File: config.mk
export PLATFORM = sky130hd
export DESIGN_NAME = riscv_dstage
export DESIGN_NICKNAME = d
export VERILOG_FILES = /design/src/hdl/riscv_pkg.sv /design/src/hdl/riscv_dstage.sv
export SDC_FILE = /design/constraint.sdc
export NUM_CORES = 2
export LEC_CHECK = 0
export BUFFER_PORTS_ARGS = -buffer_cell sky130_fd_sc_hd__buf_2
export CORE_MARGIN = 1.5
export CORE_UTILIZATION = 49
export CTS_CLUSTER_SIZE = 20
export DETAILED_ROUTE_END_ITERATION = 16
export PLACE_DENSITY = 0.64
export SLEW_MARGIN = 20
export SYNTH_ARGS = -nofsm -noshare
export SYNTH_HDL_FRONTEND = slang
export SYNTH_SLANG_ARGS = --single-unit
File: constraint.sdc
create_clock -name i_riscv_dstage_clk -period 3.5 [get_ports i_riscv_dstage_clk]
set_input_delay 0.35 -clock i_riscv_dstage_clk [delete_from_list [all_inputs] [get_ports i_riscv_dstage_clk]]
set_output_delay 0.35 -clock i_riscv_dstage_clk [all_outputs]
set_load 0.01 [all_outputs]
File: src/hdl/riscv_pkg.sv
`default_nettype none

package riscv_pkg;

  localparam int XLEN       = 64;
  localparam int INST_W     = 32;
  localparam int REG_ADDR_W = 5;
  localparam int NUM_REGS   = 32;
  localparam logic [XLEN-1:0] RESET_PC = '0;

  typedef logic [XLEN-1:0]       xlen_t;
  typedef logic [INST_W-1:0]     inst_t;
  typedef logic [REG_ADDR_W-1:0] reg_addr_t;

  // major opcodes of the supported subset
  typedef enum logic [6:0] {
    OPC_LUI    = 7'b0110111,
    OPC_OP_IMM = 7'b0010011,
    OPC_OP     = 7'b0110011,
    OPC_LOAD   = 7'b0000011,
    OPC_STORE  = 7'b0100011,
    OPC_BRANCH = 7'b1100011,
    OPC_JAL    = 7'b1101111
  } opcode_e;

  typedef enum logic [3:0] {
    ALU_ADD, ALU_SUB, ALU_AND, ALU_OR, ALU_XOR,
    ALU_SLT, ALU_SLL, ALU_SRL, ALU_PASS_B
  } alu_op_e;

  typedef enum logic [1:0] {RES_ALU, RES_LOAD, RES_PC4} result_src_e;

  // matches funct3[1:0] of loads and stores
  typedef enum logic [1:0] {MEM_B = 2'b00, MEM_W = 2'b10, MEM_D = 2'b11} mem_size_e;

  typedef enum logic [1:0] {BR_NONE, BR_EQ, BR_NE} branch_e;

  typedef enum logic [1:0] {FWD_RF, FWD_MEM, FWD_WB} fwd_sel_e;

  typedef struct packed {
    alu_op_e     alu_op;
    logic        a_sel_pc;       // operand a is the pc
    logic        b_sel_imm;      // operand b is the immediate
    result_src_e result_src;
    logic        mem_read;
    logic        mem_write;
    mem_size_e   mem_size;
    logic        load_unsigned;
    logic        reg_write;
    branch_e     branch;
    logic        jump;
  } ctrl_t;

  typedef struct packed {
    logic  valid;
    xlen_t pc;
    inst_t inst;
  } fd_t;

  typedef struct packed {
    logic      valid;
    xlen_t     pc;
    reg_addr_t rs1;
    reg_addr_t rs2;
    reg_addr_t rd;
    xlen_t     rs1_data;
    xlen_t     rs2_data;
    xlen_t     imm;
    ctrl_t     ctrl;
  } de_t;

  typedef struct packed {
    logic      valid;
    xlen_t     result;
    xlen_t     store_data;
    xlen_t     pc_plus4;
    reg_addr_t rd;
    ctrl_t     ctrl;
  } em_t;

  typedef struct packed {
    logic      valid;
    xlen_t     result;
    xlen_t     load_raw;     // whole doubleword from data memory
    logic [2:0] byte_off;
    xlen_t     pc_plus4;
    reg_addr_t rd;
    ctrl_t     ctrl;
  } mw_t;

endpackage

`default_nettype wire

File: src/hdl/riscv_dstage.sv
`timescale 1ns/100ps
`default_nettype none

module riscv_dstage (
  input  wire logic                 i_riscv_dstage_clk,
  input  wire logic                 i_arst_n,
  input  wire riscv_pkg::fd_t       i_fd,
  input  wire logic                 i_wb_we,
  input  wire riscv_pkg::reg_addr_t i_wb_rd,
  input  wire riscv_pkg::xlen_t     i_wb_data,
  output riscv_pkg::reg_addr_t      o_rs1,
  output riscv_pkg::reg_addr_t      o_rs2,
  output riscv_pkg::de_t            o_de
);

  riscv_pkg::xlen_t   regs [riscv_pkg::NUM_REGS];
  riscv_pkg::inst_t   inst;
  riscv_pkg::ctrl_t   ctrl;
  riscv_pkg::xlen_t   imm;
  riscv_pkg::mem_size_e size;
  logic [2:0]         funct3;
  logic               known, use_rs1, use_rs2;

  // register-register and register-immediate share the funct3 map
  function automatic riscv_pkg::alu_op_e alu_sel(input logic [2:0] f3, input logic sub);
    case (f3)
      3'b000:  alu_sel = sub ? riscv_pkg::ALU_SUB : riscv_pkg::ALU_ADD;
      3'b001:  alu_sel = riscv_pkg::ALU_SLL;
      3'b010:  alu_sel = riscv_pkg::ALU_SLT;
      3'b100:  alu_sel = riscv_pkg::ALU_XOR;
      3'b101:  alu_sel = riscv_pkg::ALU_SRL;
      3'b110:  alu_sel = riscv_pkg::ALU_OR;
      default: alu_sel = riscv_pkg::ALU_AND;
    endcase
  endfunction

  assign inst   = i_fd.inst;
  assign funct3 = inst[14:12];
  assign size   = (funct3[1:0] == 2'b00) ? riscv_pkg::MEM_B :
                  (funct3[1:0] == 2'b10) ? riscv_pkg::MEM_W : riscv_pkg::MEM_D;

  always_comb begin
    ctrl    = '0;
    imm     = '0;
    known   = 1'b1;
    use_rs1 = 1'b0;
    use_rs2 = 1'b0;
    case (riscv_pkg::opcode_e'(inst[6:0]))
      riscv_pkg::OPC_LUI: begin
        ctrl.alu_op    = riscv_pkg::ALU_PASS_B;
        ctrl.b_sel_imm = 1'b1;
        ctrl.reg_write = 1'b1;
        imm = {{32{inst[31]}}, inst[31:12], 12'b0};
      end
      riscv_pkg::OPC_OP_IMM: begin
        ctrl.alu_op    = alu_sel(funct3, 1'b0);  // no subi
        ctrl.b_sel_imm = 1'b1;
        ctrl.reg_write = 1'b1;
        use_rs1 = 1'b1;
        imm = {{52{inst[31]}}, inst[31:20]};
      end
      riscv_pkg::OPC_OP: begin
        ctrl.alu_op    = alu_sel(funct3, inst[30]);
        ctrl.reg_write = 1'b1;
        use_rs1 = 1'b1;
        use_rs2 = 1'b1;
      end
      riscv_pkg::OPC_LOAD: begin
        ctrl.b_sel_imm     = 1'b1;
        ctrl.result_src    = riscv_pkg::RES_LOAD;
        ctrl.mem_read      = 1'b1;
        ctrl.mem_size      = size;
        ctrl.load_unsigned = funct3[2];
        ctrl.reg_write     = 1'b1;
        use_rs1 = 1'b1;
        imm = {{52{inst[31]}}, inst[31:20]};
      end
      riscv_pkg::OPC_STORE: begin
        ctrl.b_sel_imm = 1'b1;
        ctrl.mem_write = 1'b1;
        ctrl.mem_size  = size;
        use_rs1 = 1'b1;
        use_rs2 = 1'b1;
        imm = {{52{inst[31]}}, inst[31:25], inst[11:7]};
      end
      riscv_pkg::OPC_BRANCH: begin
        ctrl.branch = funct3[0] ? riscv_pkg::BR_NE : riscv_pkg::BR_EQ;
        use_rs1 = 1'b1;
        use_rs2 = 1'b1;
        imm = {{51{inst[31]}}, inst[31], inst[7], inst[30:25], inst[11:8], 1'b0};
      end
      riscv_pkg::OPC_JAL: begin
        ctrl.jump       = 1'b1;
        ctrl.a_sel_pc   = 1'b1;
        ctrl.b_sel_imm  = 1'b1;
        ctrl.result_src = riscv_pkg::RES_PC4;  // rd gets the link address
        ctrl.reg_write  = 1'b1;
        imm = {{43{inst[31]}}, inst[31], inst[19:12], inst[20], inst[30:21], 1'b0};
      end
      default: known = 1'b0;
    endcase
  end

  // unused source fields read as x0 so they never forward or stall
  assign o_rs1 = (i_fd.valid && use_rs1) ? inst[19:15] : '0;
  assign o_rs2 = (i_fd.valid && use_rs2) ? inst[24:20] : '0;

  always_ff @(posedge i_riscv_dstage_clk or negedge i_arst_n) begin
    if (!i_arst_n) begin
      for (int i = 0; i < riscv_pkg::NUM_REGS; i++) begin
        regs[i] <= '0;
      end
    end else if (i_wb_we && i_wb_rd != '0) begin
      regs[i_wb_rd] <= i_wb_data;
    end
  end

  always_comb begin
    o_de.valid = i_fd.valid && known;
    o_de.pc    = i_fd.pc;
    o_de.rs1   = o_rs1;
    o_de.rs2   = o_rs2;
    o_de.rd    = inst[11:7];
    o_de.imm   = imm;
    o_de.ctrl  = o_de.valid ? ctrl : '0;
    // write-through so writeback and decode can share a cycle
    o_de.rs1_data = (o_rs1 == '0) ? '0 :
                    (i_wb_we && i_wb_rd == o_rs1) ? i_wb_data : regs[o_rs1];
    o_de.rs2_data = (o_rs2 == '0) ? '0 :
                    (i_wb_we && i_wb_rd == o_rs2) ? i_wb_data : regs[o_rs2];
  end

endmodule

`default_nettype wire

# == Yosys cells after proc, flatten, opt, wreduce, memory -nomap -nowiden ==
# Index checks and enable logic that the tools add are counted.
# classes
muxes,36
eq_ne,15
order_cmp,4
n_reduce_logical,19
mul,0
shifts,0
div_mod_pow,0
n_addsub,0
n_bitwise,3
# ops
operator,n
2048-bit bitwise mux,1
64-bit binary-select mux with 5-bit select,2
64-bit 2-to-1 mux,9
64-bit demux with 5-bit select,1
64-bit case mux with 5 select lines,1
3-bit case mux with 6 select lines,2
7-bit by 6-bit == test with 1-bit output (second input constant),3
6-bit greater-or-equal comparator (second input constant),3
5-bit NOT with 6-bit output,3
17-bit 2-to-1 mux,1
5-bit OR reduction,3
7-bit == test (second input constant),2
4-bit case mux with 3 select lines,1
1-bit 2-to-1 mux,11
5-bit == test,2
5-bit zero test,2
5-bit 2-to-1 mux,2
3-bit == test (second input constant),3
2-bit 2-to-1 mux,4
7-bit by 2-bit == test with 1-bit output (second input constant),1
7-bit by 5-bit == test with 1-bit output (second input constant),1
1-bit logical AND,7
7-bit OR reduction,1
6-bit by 1-bit less-than comparator with 1-bit output (second input constant),1
other kinds (9),10
# totals
latch_bits,0
ramBits,0
output_inout_bits,299
memories,0
mem_bits_ro,0
input_bits,169
ff_bits,2048

# == Depth between registers and ports, before layout ==
# depth
ltp_word,11
depth_mapped,12
depth_no_buf,9

# == Worst setup path before layout ==
# No wires, ideal clock.
# synth_path
path_kind,input-to-output
startpoint,in i_fd[6] in the netlist's numbering
endpoint,out o_de[49] in the netlist's numbering
arrival_time_ns,3.111
setup_slack_ns,0.039
path_stages,7
required_time_ns,3.150
path_cell_list,inv_2 buf_2 or3_1 a21oi_1 inv_1 a21oi_1 buf_4
# synth_rtl
element,line_no,rtl
start: declaration,riscv_dstage.sv:7,"input wire riscv_pkg::fd_t i_fd,"
end: declaration,riscv_dstage.sv:13,output riscv_pkg::de_t o_de

==> results_dict.tcl <==
set metrics [dict create \
    status "finished, violations left" \
    violations "negative hold slack, negative setup slack" \
    die_area_mm2 0.239 \
    setup_slack_ns -0.111 \
    largest_reg_flops 2048 \
    worstSetupPathType "in -> out" \
    ff2ff_setup_slack_ns 2.59 \
    holdWs_ns -0.0285 \
    gp_congestion 0.974 \
    slew_headroom 0.358 \
    die_h_um 489 \
    ctsLongestPathBuffers 3 \
    clock_sinks 2048 \
    clock_latency_ns 0.95 \
    synth-main-ff-cell "dfrtp_1" \
    largestRegisters "regs: 2048 flops" \
    worstSetupEndpointType "output pin" \
    p_leak_nw 60.7 \
    grt_max_degree 149 \
    ys_seq_elements 2048 \
    maxCapViolCount 0 \
    synth_top_family_by_area "multiplexers" \
    place_ws_ns -0.633 \
    drc 0 \
    rsz0062_at_grt "true" \
    final_antenna_net_count 0 \
    final_nets 11100 \
    syn_area_per_cell_um2 10.8 \
    crit_fanout 12 \
    top_register "regs" \
    wirelength_mm 526 \
    grt_antenna_before_repair 66 \
    cts_tree "yes" \
    tightest_slew_ns 0.963 \
    post-route-util 0.585 \
    overflow 0 \
    finalPower_mw 68.1 \
    viasPerCell 7.18 \
    area_delta_synth_final_pct 18.9 \
    startpoint_type "input port" \
    netlist_instances 10700 \
    synth_simple_gate_area_frac 0.0666 \
    yosysSeqAreaShare 0.444 \
    grtUsageTotal 0.424 \
    min_period_ns 3.61 \
    muxShareOfSynthArea 0.288 \
    synthXorXnorAreaFrac 0.000758 \
    max_clock_freq_mhz 277 \
    clk_pin_slew_ns 0.06 \
    syn_area_mm2 0.116 \
    synthArstFlopShare 1.00 \
    hpwl_mm 324 \
    hold_path_class "in -> async" \
    cts_root_buffer "clkbuf_16" \
    wl_per_cell_um 36.8 \
    post-route-period-util 1.03 \
    rr_endpoint "regs[436]" \
    powerDensity_mw_per_mm2 496 \
    first_pass_iters 9 \
    hold_violations 13 \
    rr_startpoint "regs[436]" \
    yosys.cell_types.count 82 \
    rows 178 \
    die_w_um 489 \
    portBuffers 339 \
    rr_worst_depth 1 \
    grt_pass1_wl_mm 729 \
    clock_skew_ns 0 \
    synth_edf_count 0 \
    core_mm2 0.235 \
    pin_count 468 \
    start_util 0.492 \
    syn_nets 10800 \
    finalSetupViolations 61 \
    drive_gt1_frac 0.384 \
    ys_warn_count 0 \
    ir_worst_vdd_v 0.000717 \
    synth_fa_ha_area_frac 0 \
    drtIter0Drc 16500 \
    arrival_ns 3.26 \
    grt_pass1_vias 98900 \
    cts_buffers 223 \
    dr_total_vias 103000 \
    maxSlewViolCount 0 \
    htree_levels 4 \
    required_ns 3.15 \
    synth-compound-area-share 0.147 \
]
## cells by family (layout without fill, tap and decap cells)
group / count (synthesis) / after routing
mux: 2902 / 2902
buf+inv: 1428 / 1892
simple gates: 1781 / 1781
flops: 2048 / 2048
xor+xnor: 10 / 10
compound gates: 2483 / 2483
other cells: 0 / 58
## worst max-delay path: stages
cell	delay, ns
buf_8	0.10
and4bb_4	0.44
buf_12	0.15
nand4_1	0.20
buf_12	0.23
buf_12	0.13
clkinv_8	0.09
buf_16	0.15
buf_12	0.15
nand2_1	0.07
a311oi_2	0.28
o32ai_1	0.15
o311a_1	0.16
nor2_4	0.22
buf_4	0.18
buf_2	0.16
## synthesized netlist by cell type, types with 98 or more instances
cell,number,area [um^2]
clkbuf_1,778,2920
dfrtp_1,2048,51200
buf_2,303,1520
a221oi_1,162,1420
inv_1,98,368
o22ai_1,131,820
mux4_2,124,2790
o21ai_0,408,2040
a31oi_1,311,1950
nand2_1,1040,3900
mux2i_1,635,6360
buf_4,136,1020
nor2_1,249,935
a211oi_1,189,1420
nand3_1,186,931
mux2_2,2143,24100
a21oi_1,538,2690
o221ai_1,136,1190
nor2b_1,129,807
## where the power goes
group          switching [mW]  internal (mW)
logic                    5.34           6.18
registers                3.68           28.2
clock network            10.7           14.0
## how the worst max path moves through the flow
stage,from,endpoint,slack (ns),depth (start not counted)
global placement,i_fd[3],o_de[192],-0.69,13
floorplan,i_fd[6],o_de[49],0.04,7
CTS,i_fd[2],o_de[112],-0.03,15
detailed placement,i_fd[3],o_de[192],-0.63,15
global route,i_fd[3],o_de[95],-0.10,15
finish,i_fd[3],o_de[125],-0.11,16
## per-stage QoR
stage / hold WS, ns / instances / instance area [um^2] / TNS, ns
floorplan: 0.0544 / 10700 / 116000 / 0
global placement: 0.326 / 13800 / 127000 / -12.43
detailed placement: 0.316 / 13800 / 127000 / -11.19
CTS: 0.00585 / 14200 / 135000 / -0.0938
global route: -0.0164 / 14300 / 137000 / -1.97
finish: -0.0285 / 14300 / 137000 / -2.39
## layer usage
layer  wire length (um)  GRT usage  up-vias
met5                225          0        -
met4              45900      0.317       32
met2             220000      0.606     8680
met1             187000      0.532    51500
met3              73100      0.137     2488
li1                   -          -    40000
## cell type report
class / instances / area [um^2]
Fill cell: 19200 / 97300
Clock buffer: 332 / 6540
Timing Repair Buffer: 1369 / 14300
Tap cell: 3150 / 3940
Multi-Input combinational cell: 7176 / 59700
Sequential cell: 2048 / 51300
Clock inverter: 78 / 983
Antenna cell: 58 / 145
Inverter: 113 / 489
## placed cells by master (no fill, tap or decap), types with 26 or more instances in the layout
master     Yosys  final
nand2_1     1040   1021
nor2_1       249    207
a22o_1        45     45
mux2_2      2143   2142
o21ai_0      408    327
inv_1         98     97
nor2b_1      129    127
and3_1        51     50
buf_4        136    640
o211ai_1      84     84
buf_12         0    305
o22ai_1      131    130
a32oi_1       27     27
nand3_1      186    184
dfrtp_1     2048   2046
nand4_1       32     32
clkbuf_8       0     51
a31oi_1      311    284
buf_2        303    309
a221oi_1     162    155
o221ai_1     136    133
mux2i_1      635    635
o32ai_1       47     38
mux4_2       124    124
o21ai_1       10     62
clkbuf_16      0    247
diode_2        0     58
clkbuf_1     778     56
clkinv_2       0     42
nor3_1        30     26
a211oi_1     189    180
nor2_4         0     28
buf_6          1     54
a311oi_1      46     31
a21oi_1      538    524
a221o_1       89     89
## what timing repair did
item | in CTS | in global routing
cloned | 2 | 25
endpoints found under the hold margin | 513 | 0
gates resized for setup | 80 | 329
pin swaps | 19 | 60
hold buffers | 12 | 0
buffers inserted | 30 | 38
setup endpoints to repair | 113 | 110
No activity file was read; power rests on OpenSTA's default activity.
